File: config.mk
export PLATFORM = sky130hd
export DESIGN_NAME = conv_pad_top
export DESIGN_NICKNAME = d
export VERILOG_FILES = /design/src/design/conv_cfg_pkg.sv /design/src/design/conv_stream_pkg.sv /design/src/design/col_tagger.sv /design/src/design/conv_cfg_regs.sv /design/src/design/conv_pad_top.sv /design/src/design/pad_filter.sv
export VERILOG_INCLUDE_DIRS = /design/src /design/src/include
export SDC_FILE = /design/constraint.sdc
export NUM_CORES = 1
export LEC_CHECK = 0
export BUFFER_PORTS_ARGS = -buffer_cell sky130_fd_sc_hd__buf_2
export CORE_AREA = 2 2 140 128
export DETAILED_ROUTE_END_ITERATION = 10
export DIE_AREA = 0 0 142 130
export HOLD_SLACK_MARGIN = 0.08
export PLACE_DENSITY_LB_ADDON = 0.05
export SKIP_LAST_GASP = 1
export SYNTH_ARGS = -nofsm -noshare
export SYNTH_HDL_FRONTEND = slang
export SYNTH_SLANG_ARGS = --single-unit
File: constraint.sdc
create_clock -name aclk -period 3.35 [get_ports aclk]
set_input_delay 0.1675 -clock aclk [delete_from_list [all_inputs] [get_ports aclk]]
set_output_delay 0.1675 -clock aclk [all_outputs]
set_load 0.02 [all_outputs]
File: src/include/conv_params.svh
`ifndef CONV_PARAMS_SVH
`define CONV_PARAMS_SVH

// ==============================
// sizes of the padding stage
// ==============================

// lanes in the snake, also the widest kernel supported
`define KERNEL_W_MAX 7

`define KW_WIDTH     3 // holds kernel width minus one

// column counters, rows of up to 256 beats
`define COL_WIDTH    8

`endif

File: src/design/conv_cfg_pkg.sv
`include "conv_params.svh"

package conv_cfg_pkg;

    // register map of the configuration port
    typedef enum logic [1:0] {
        ADDR_KERNEL_W_1 = 2'd0,
        ADDR_MODE       = 2'd1,
        ADDR_ROW_COLS_1 = 2'd2,
        ADDR_CTRL       = 2'd3
    } cfg_addr_e;

    typedef enum logic {
        MODE_KXK = 1'b0, // full kernel, same padding
        MODE_1X1 = 1'b1  // pointwise, lane 0 only
    } conv_mode_e;

    // kernel and row geometry, both sizes stored minus one
    typedef struct packed {
        logic [`KW_WIDTH-1:0]  kernel_w_1;
        conv_mode_e            mode;
        logic [`COL_WIDTH-1:0] row_cols_1;
    } kernel_cfg_t;

    // 3 wide kernel over rows of 8 columns
    localparam kernel_cfg_t CFG_RESET = '{
        kernel_w_1: 'd2,
        mode:       MODE_KXK,
        row_cols_1: 'd7
    };

endpackage

File: src/design/conv_stream_pkg.sv
`include "conv_params.svh"

package conv_stream_pkg;

    // ==============================
    // per-beat sideband
    // ==============================

    // position of a beat within its row
    typedef struct packed {
        logic [`COL_WIDTH-1:0] col;       // column index c
        logic [`COL_WIDTH-1:0] cols_left; // row width minus one, minus c
    } pad_user_t;

    // ==============================
    // one lane of the snake
    // ==============================

    typedef struct packed {
        logic      valid;
        logic      last;  // final beat of the row
        pad_user_t user;
    } lane_beat_t;

endpackage

File: src/design/col_tagger.sv
`timescale 1ns/100ps
`include "conv_params.svh"

module col_tagger (
    input  logic                        aclk,
    input  logic                        rst_n,
    input  logic                        aclken,
    input  logic                        start,
    input  conv_cfg_pkg::kernel_cfg_t   cfg,
    input  logic                        s_valid,
    input  logic                        s_last,
    output conv_stream_pkg::lane_beat_t tag_beat,
    output conv_cfg_pkg::kernel_cfg_t   act_cfg,
    output logic                        row_err
);

    import conv_cfg_pkg::*;
    import conv_stream_pkg::*;

    typedef enum logic {
        TAG_IDLE,
        TAG_RUN
    } tag_state_e;

    tag_state_e            state_q;
    logic [`COL_WIDTH-1:0] col_q;
    logic                  past_end_q; // the last column went by without s_last
    logic                  beat_ok;
    logic                  at_end;
    logic                  beat_valid_q;
    logic                  beat_last_q;
    pad_user_t             beat_user_q;

    // a beat in the same cycle as start belongs to no row and is dropped
    assign beat_ok = (state_q == TAG_RUN) && s_valid && !start;
    assign at_end  = (col_q == act_cfg.row_cols_1);

    // ==============================
    // row control
    // ==============================

    always_ff @(posedge aclk or negedge rst_n) begin
        if (!rst_n) begin
            state_q    <= TAG_IDLE;
            act_cfg    <= CFG_RESET;
            col_q      <= '0;
            past_end_q <= 1'b0;
            row_err    <= 1'b0;
        end else if (aclken) begin
            if (start) begin
                state_q    <= TAG_RUN;
                act_cfg    <= cfg;                // shadow copy for the coming rows
                col_q      <= '0;
                past_end_q <= 1'b0;
                row_err    <= 1'b0;
            end else if (beat_ok) begin
                if (s_last) begin
                    col_q      <= '0;
                    past_end_q <= 1'b0;
                end else begin
                    col_q <= col_q + 1'b1;
                    if (at_end) begin
                        past_end_q <= 1'b1;
                    end
                end
                // short row ends early, long row keeps going past its end
                if (past_end_q || (s_last && !at_end)) begin
                    row_err <= 1'b1;
                end
            end
        end
    end

    // ==============================
    // tagged beat
    // ==============================

    always_ff @(posedge aclk or negedge rst_n) begin
        if (!rst_n) begin
            beat_valid_q <= 1'b0;
            beat_last_q  <= 1'b0;
        end else if (aclken) begin
            beat_valid_q <= beat_ok;
            beat_last_q  <= beat_ok && s_last;
        end
    end

    always_ff @(posedge aclk) begin
        if (aclken && beat_ok) begin
            beat_user_q.col       <= col_q;
            beat_user_q.cols_left <= act_cfg.row_cols_1 - col_q; // wraps on an overlong row
        end
    end

    assign tag_beat = '{
        valid: beat_valid_q,
        last:  beat_last_q,
        user:  beat_user_q
    };

endmodule

File: src/design/conv_cfg_regs.sv
`timescale 1ns/100ps
`include "conv_params.svh"

module conv_cfg_regs (
    input  logic                      aclk,
    input  logic                      rst_n,
    input  logic                      aclken,
    input  logic                      cfg_wr,
    input  conv_cfg_pkg::cfg_addr_e   cfg_addr,
    input  logic [7:0]                cfg_wdata,
    output conv_cfg_pkg::kernel_cfg_t cfg,
    output logic                      start
);

    import conv_cfg_pkg::*;

    logic [`KW_WIDTH-1:0]  kernel_w_1_q;
    conv_mode_e            mode_q;
    logic [`COL_WIDTH-1:0] row_cols_1_q;
    logic                  wr_en;
    logic                  ctrl_go;

    assign wr_en   = aclken && cfg_wr;
    assign ctrl_go = cfg_wr && (cfg_addr == ADDR_CTRL) && cfg_wdata[0];

    // ==============================
    // configuration registers
    // ==============================

    always_ff @(posedge aclk or negedge rst_n) begin
        if (!rst_n) begin
            kernel_w_1_q <= CFG_RESET.kernel_w_1;
        end else if (wr_en && (cfg_addr == ADDR_KERNEL_W_1)) begin
            kernel_w_1_q <= cfg_wdata[`KW_WIDTH-1:0];
        end
    end

    always_ff @(posedge aclk or negedge rst_n) begin
        if (!rst_n) begin
            mode_q <= CFG_RESET.mode;
        end else if (wr_en && (cfg_addr == ADDR_MODE)) begin
            mode_q <= conv_mode_e'(cfg_wdata[0]);
        end
    end

    always_ff @(posedge aclk or negedge rst_n) begin
        if (!rst_n) begin
            row_cols_1_q <= CFG_RESET.row_cols_1;
        end else if (wr_en && (cfg_addr == ADDR_ROW_COLS_1)) begin
            row_cols_1_q <= cfg_wdata[`COL_WIDTH-1:0];
        end
    end

    // staging copy, the tagger takes its own snapshot on start
    assign cfg = '{
        kernel_w_1: kernel_w_1_q,
        mode:       mode_q,
        row_cols_1: row_cols_1_q
    };

    // ==============================
    // start pulse
    // ==============================

    // one enabled cycle wide, raised the cycle after the control write
    always_ff @(posedge aclk or negedge rst_n) begin
        if (!rst_n) begin
            start <= 1'b0;
        end else if (aclken) begin
            start <= ctrl_go;
        end
    end

endmodule

File: src/design/conv_pad_top.sv
`timescale 1ns/100ps
`include "conv_params.svh"

module conv_pad_top (
    input  logic                      aclk,
    input  logic                      rst_n,
    input  logic                      aclken,
    input  logic                      cfg_wr,
    input  conv_cfg_pkg::cfg_addr_e   cfg_addr,
    input  logic [7:0]                cfg_wdata,
    input  logic                      s_valid,
    input  logic                      s_last,
    output logic [`KERNEL_W_MAX-1:0]  snake_valid,
    output logic [`KERNEL_W_MAX-1:0]  m_valid,
    output logic [`KERNEL_W_MAX-1:0]  m_last,
    output logic                      row_err
);

    import conv_cfg_pkg::*;
    import conv_stream_pkg::*;

    kernel_cfg_t cfg;      // staging copy written over the register port
    kernel_cfg_t act_cfg;  // copy in use since the last start
    logic        start;
    lane_beat_t  tag_beat;

    // ==============================
    // register block
    // ==============================

    conv_cfg_regs i_regs (
        .aclk      (aclk),
        .rst_n     (rst_n),
        .aclken    (aclken),
        .cfg_wr    (cfg_wr),
        .cfg_addr  (cfg_addr),
        .cfg_wdata (cfg_wdata),
        .cfg       (cfg),
        .start     (start)
    );

    // ==============================
    // tagger and filter
    // ==============================

    col_tagger i_tagger (
        .aclk     (aclk),
        .rst_n    (rst_n),
        .aclken   (aclken),
        .start    (start),
        .cfg      (cfg),
        .s_valid  (s_valid),
        .s_last   (s_last),
        .tag_beat (tag_beat),
        .act_cfg  (act_cfg),
        .row_err  (row_err)
    );

    pad_filter i_filter (
        .aclk        (aclk),
        .rst_n       (rst_n),
        .aclken      (aclken),
        .act_cfg     (act_cfg),
        .tag_beat    (tag_beat),
        .snake_valid (snake_valid),
        .m_valid     (m_valid),
        .m_last      (m_last)
    );

endmodule

File: src/design/pad_filter.sv
`timescale 1ns/100ps
`include "conv_params.svh"

module pad_filter (
    input  logic                        aclk,
    input  logic                        rst_n,
    input  logic                        aclken,
    input  conv_cfg_pkg::kernel_cfg_t   act_cfg,
    input  conv_stream_pkg::lane_beat_t tag_beat,
    output logic [`KERNEL_W_MAX-1:0]    snake_valid,
    output logic [`KERNEL_W_MAX-1:0]    m_valid,
    output logic [`KERNEL_W_MAX-1:0]    m_last
);

    import conv_cfg_pkg::*;
    import conv_stream_pkg::*;

    localparam int NL = `KERNEL_W_MAX;

    logic [NL-1:0]        lane_valid_q;
    logic [NL-1:0]        lane_last_q;
    pad_user_t            lane_user_q [NL];
    logic [`KW_WIDTH-1:0] pad;         // P, columns of padding on each side
    logic [NL-1:0]        live;        // lane takes part in the current kernel
    logic [NL-1:0]        col_in_row;  // output column of the lane is inside the row

    // ==============================
    // lane snake
    // ==============================

    // lane k carries the beat k enabled cycles after lane 0
    always_ff @(posedge aclk or negedge rst_n) begin
        if (!rst_n) begin
            lane_valid_q <= '0;
            lane_last_q  <= '0;
        end else if (aclken) begin
            lane_valid_q <= {lane_valid_q[NL-2:0], tag_beat.valid};
            lane_last_q  <= {lane_last_q[NL-2:0], tag_beat.last};
        end
    end

    always_ff @(posedge aclk) begin
        if (aclken) begin
            lane_user_q[0] <= tag_beat.user;
            for (int k = 1; k < NL; k++) begin
                lane_user_q[k] <= lane_user_q[k-1];
            end
        end
    end

    // ==============================
    // padding masks
    // ==============================

    // same padding, P is half of kernel width minus one, none in 1x1 mode
    assign pad = (act_cfg.mode == MODE_1X1) ? '0 : (act_cfg.kernel_w_1 >> 1);

    always_comb begin
        for (int k = 0; k < NL; k++) begin
            if (act_cfg.mode == MODE_1X1) begin
                live[k] = (k == 0);
            end else begin
                live[k] = (k <= int'(act_cfg.kernel_w_1));
            end
            // output column c - k + P must land in 0 .. row width minus one
            col_in_row[k] = (k <= int'(lane_user_q[k].col) + int'(pad)) &&
                            (k + int'(lane_user_q[k].cols_left) >= int'(pad));
        end
    end

    assign snake_valid = lane_valid_q;
    assign m_valid     = lane_valid_q & live & col_in_row;
    assign m_last      = lane_last_q & live; // end of row reaches even masked lanes

endmodule

==> impl_metrics.csv <==
group,metric,value,unit
status,status,"finished, final reports clean",
place,place_congestion,0.787,
route,drt-initial-drc-count,259,
timing,fin_setup_tns,0,ns
yosys,avgSynthCellArea,15.1,um2
floorplanning,top_level_ports,38,
route,viasPerCell,5.21,
yosys,synth_nets,556,
final_layout,multi_input_area,2170,um2
worst_setup_path,worst-path-buf-inv,2,
pwr,swShare,27.8,%
route,dr.pass1.iters,4,
final_layout,diodes,0,
floorplanning,initial_utilization,43.6,%
place,postPlaceCellArea,7960,um2
pwr,p_int,0.00453,W
yosys,async_reset_ff_share,28.9,%
floorplanning,dieArea,18500,um2
worst_setup_path,start_kind,"flop",
floorplanning,std_cell_rows,46,
pwr,power_leakage,3.46,nW
worst_setup_path,cp-end-kind,"output pin",
worst_setup_path,worst_r2r_endpoint,"i_tagger.tag_beat[6]",
floorplanning,die_height,130,um
grt,antenna_found_initial,0,
final_layout,syn2layout_area_growth,15.9,%
worst_setup_path,endpoint,"m_valid[4]",
worst_setup_path,path_max_fanout,7,
timing,worst_slack,0.355,ns
route,drc,0,
place,dpl.cell_count,749,
grt,grt_max_degree,129,
timing,drv_slew,0,
route,wl_met2,6820,um
clocking,cts_root_buffer,"clkbuf_16",
yosys,yosysTopAreaCell,"edfxtp_1",
yosys,ys_warn_count,0,
grt,grt_usage,15.7,%
route,antenna_left,0,
floorplanning,die-width,142,um
place,pre_cts_ws,0.785,ns
yosys,synth_seq_area_share,68.7,%
final_layout,drive_gt1_share,19.7,%
timing,min_period,2.99,ns
timing,rsz0062_at_grt,"false",
worst_setup_path,timing.rr.start,"i_tagger.act_cfg[0]",
min_path,min-delay-path-class,"in -> reg",
timing,worst_pin_slew,0.717,ns
timing,whs,0.122,ns
worst_setup_path,slowest_stage,"dfstp_2",
timing,finalHoldViolations,0,
yosys,syn_area,7500,um2
worst_setup_path,startpoint,"i_tagger.act_cfg[10]",
pwr,p_per_area,722,nW/um2
clocking,cts_setup_buffers,0,
worst_setup_path,critical_path.top_delay_family,"adder cells",
worst_setup_path,max_stage_delay,0.54,ns
clocking,cts_sinks,180,
yosys,ys_ff_latch,180,
worst_setup_path,crit_chain,"and2b_1, ha_1, inv_1, fa_1, a2111oi_0, a21oi_1, nor3_1, nor2_1, buf_2",
yosys,yosysUniqueCellTypes,55,
clocking,clk_path_buf_depth,2,
clocking,path_clk_slew,0.06,ns
worst_setup_path,worstPathRequired,3.18,ns
floorplanning,core_area,17200,um2
route,wl_met1,5820,um
yosys,synth_ff_type,"edfxtp_1",
worst_setup_path,ff2ff_setup_slack,1.01,ns
grt,grt.overflow.total,0,
final_layout,fin_nets,620,
min_path,min_from,"cfg_addr[0]",
clocking,htree_levels,4,
pwr,vdd_ir_drop_max,0.397,mV
timing,period_share,89.4,%
run,max_cap_viol_count,0,
route,routed.top_layer,"met4",
grt,grt_pass1_wl,21600,um
worst_setup_path,crit_type,"reg -> out",
timing,fin_skew,0.00992,ns
pwr,sequentialPowerShare,47.1,%
final_layout,layoutNonFillerInstCount,791,
pwr,p_clk_share,33.7,%
route,drt-wirelength-per-cell,16.8,um
timing,timing.fmax,334,MHz
timing,relSlewSlack,52.1,%
place,io_buffer_count,37,
route,wl_met3,401,um
worst_setup_path,arrival,2.83,ns
worst_setup_path,reg2regPathDepth,8,
clocking,cts_buffers,17,
yosys,synth_edf_count,128,
route,vias,4118,
timing,setup_violations,0,
yosys,synth.area.top_cells,"edfxtp_1, dfrtp_1, ha_1, mux2_2, dfstp_2",
final_layout,post-route-cell-area,8690,um2
place,dp_hpwl,9230,um
clocking,clock_latency,0.43,ns
yosys,synth_top_area_share,51.2,%
yosys,synthCells,498,
grt,grt_pass1_vias,4210,
clocking,cts_tree,"built",
final_layout,seqCellArea,5150,um2
pwr,comb_power_share,19.2,%
final_layout,fillers,1450,
route,drt-total-wl,13300,um
pwr,p_sw,0.00175,W
worst_setup_path,path_depth,9,
-- flip-flops by register name (all words and copies together) (netlist names) --
signal,cells
i_filter.lane_last_q,7
i_filter.lane_user_q,112
i_tagger.col_q,8
i_tagger.past_end_q,1
i_regs.start,1
i_tagger.beat_last_q,1
i_regs.kernel_w_1_q,3
i_tagger.beat_valid_q,1
i_regs.row_cols_1_q,8
i_filter.snake_valid,7
i_tagger.row_err,1
i_tagger.tag_beat,16
i_tagger.act_cfg,12
i_tagger.state_q,1
i_regs.mode_q,1
-- per-layer routing --
layer,up-vias,track usage [%]
met3,23,3.96
met4,0,7.06
met1,2029,18.5
met2,63,27.5
met5,-,0
li1,2003,-
-- per-stage QoR --
step,utilization (%),power (W)
floorplan,-,0.00381
global placement,46.3,0.00417
CTS,50.5,0.00635
detailed placement,46.3,0.00422
finish,50.5,0.00628
global route,50.5,0.00662
-- Yosys cell counts, drive strengths merged, types with 2 or more instances --
library cell and instances:
and2 4, dfstp 8, a21oi 9, nor3 8
nor2b 5, edfxtp 128, buf 6, nor2 29
nor4 9, o21bai 2, a22o 2, a211oi 4
inv 35, mux2 38, o41ai 2, dfrtp 44
nand4 10, ha 39, and3 3, o21ai 15
o31ai 3, a2111oi 5, xnor2 12, or4 3
a31oi 4, o2111ai 3, o21a 2, xor2 4
maj3 2, nand2 24, nand3 13, nand2b 6
nor4b 2, fa 3
-- worst register-to-register path, stage by stage (launching register included) --
cell and delay [ns]:
dfstp_2 0.53, inv_1 0.04, ha_1 0.22, fa_1 0.40
nor2b_1 0.14, o21ai_1 0.09, a21boi_1 0.26, nor4_1 0.08
a311o_1 0.33
-- area by class of cell --
cell class	count	area share, %
Sequential cell	180	59.3
Inverter	35	1.54
Clock inverter	14	2.27
Timing Repair Buffer	52	3.89
Multi-Input combinational cell	276	24.9
Tap cell	216	3.11
Clock buffer	18	4.94
-- power by group through the flow --
stage               combinational (W)  clock, W  sequential [W]
floorplan                    0.000844         0         0.00297
global placement              0.00118         0         0.00299
detailed placement            0.00121         0         0.00301
CTS                           0.00123   0.00216         0.00296
global route                  0.00136   0.00226         0.00300
finish                        0.00120   0.00212         0.00296
-- cells in the final DEF, fill, tap and decap left out, types with 12 or more instances in the layout --
cell type	count
nand2_1	24
nor2_1	29
mux2_1	14
inv_1	33
clkbuf_16	17
buf_2	36
nand3_1	13
xnor2_1	12
ha_1	39
edfxtp_1	128
dfrtp_1	44
mux2_2	24
-- worst min path at each step --
stage,to,slack [ns],cells after the start
detailed placement,i_tagger.col_q[7],0.24,1
finish,i_regs.mode_q,0.12,3
global placement,i_tagger.col_q[3],0.23,1
CTS,i_regs.mode_q,0.10,3
floorplan,i_filter.lane_last_q[0],-0.13,0
global route,i_regs.mode_q,0.15,3
-- repair_timing --
item / CTS / global route
hold buffers: 10 / 0
setup endpoints to repair: 0 / 0
endpoints found under the hold margin: 42 / 0
gates resized for setup: 0 / 0
-- cells by family (layout without fill, tap and decap cells) --
kind of cell	after synthesis	count (layout)	synth area share (%)
flip-flops	180	180	68.7
AO/OA/AOI/OAI	60	60	5.69
XOR/XNOR	16	16	1.87
adder cells (fa/ha/maj)	44	44	7.59
AND/OR/NAND/NOR	118	118	8.04
buffers and inverters	42	119	2.39
multiplexers	38	38	5.70
No activity file was read; power rests on OpenSTA's default activity.
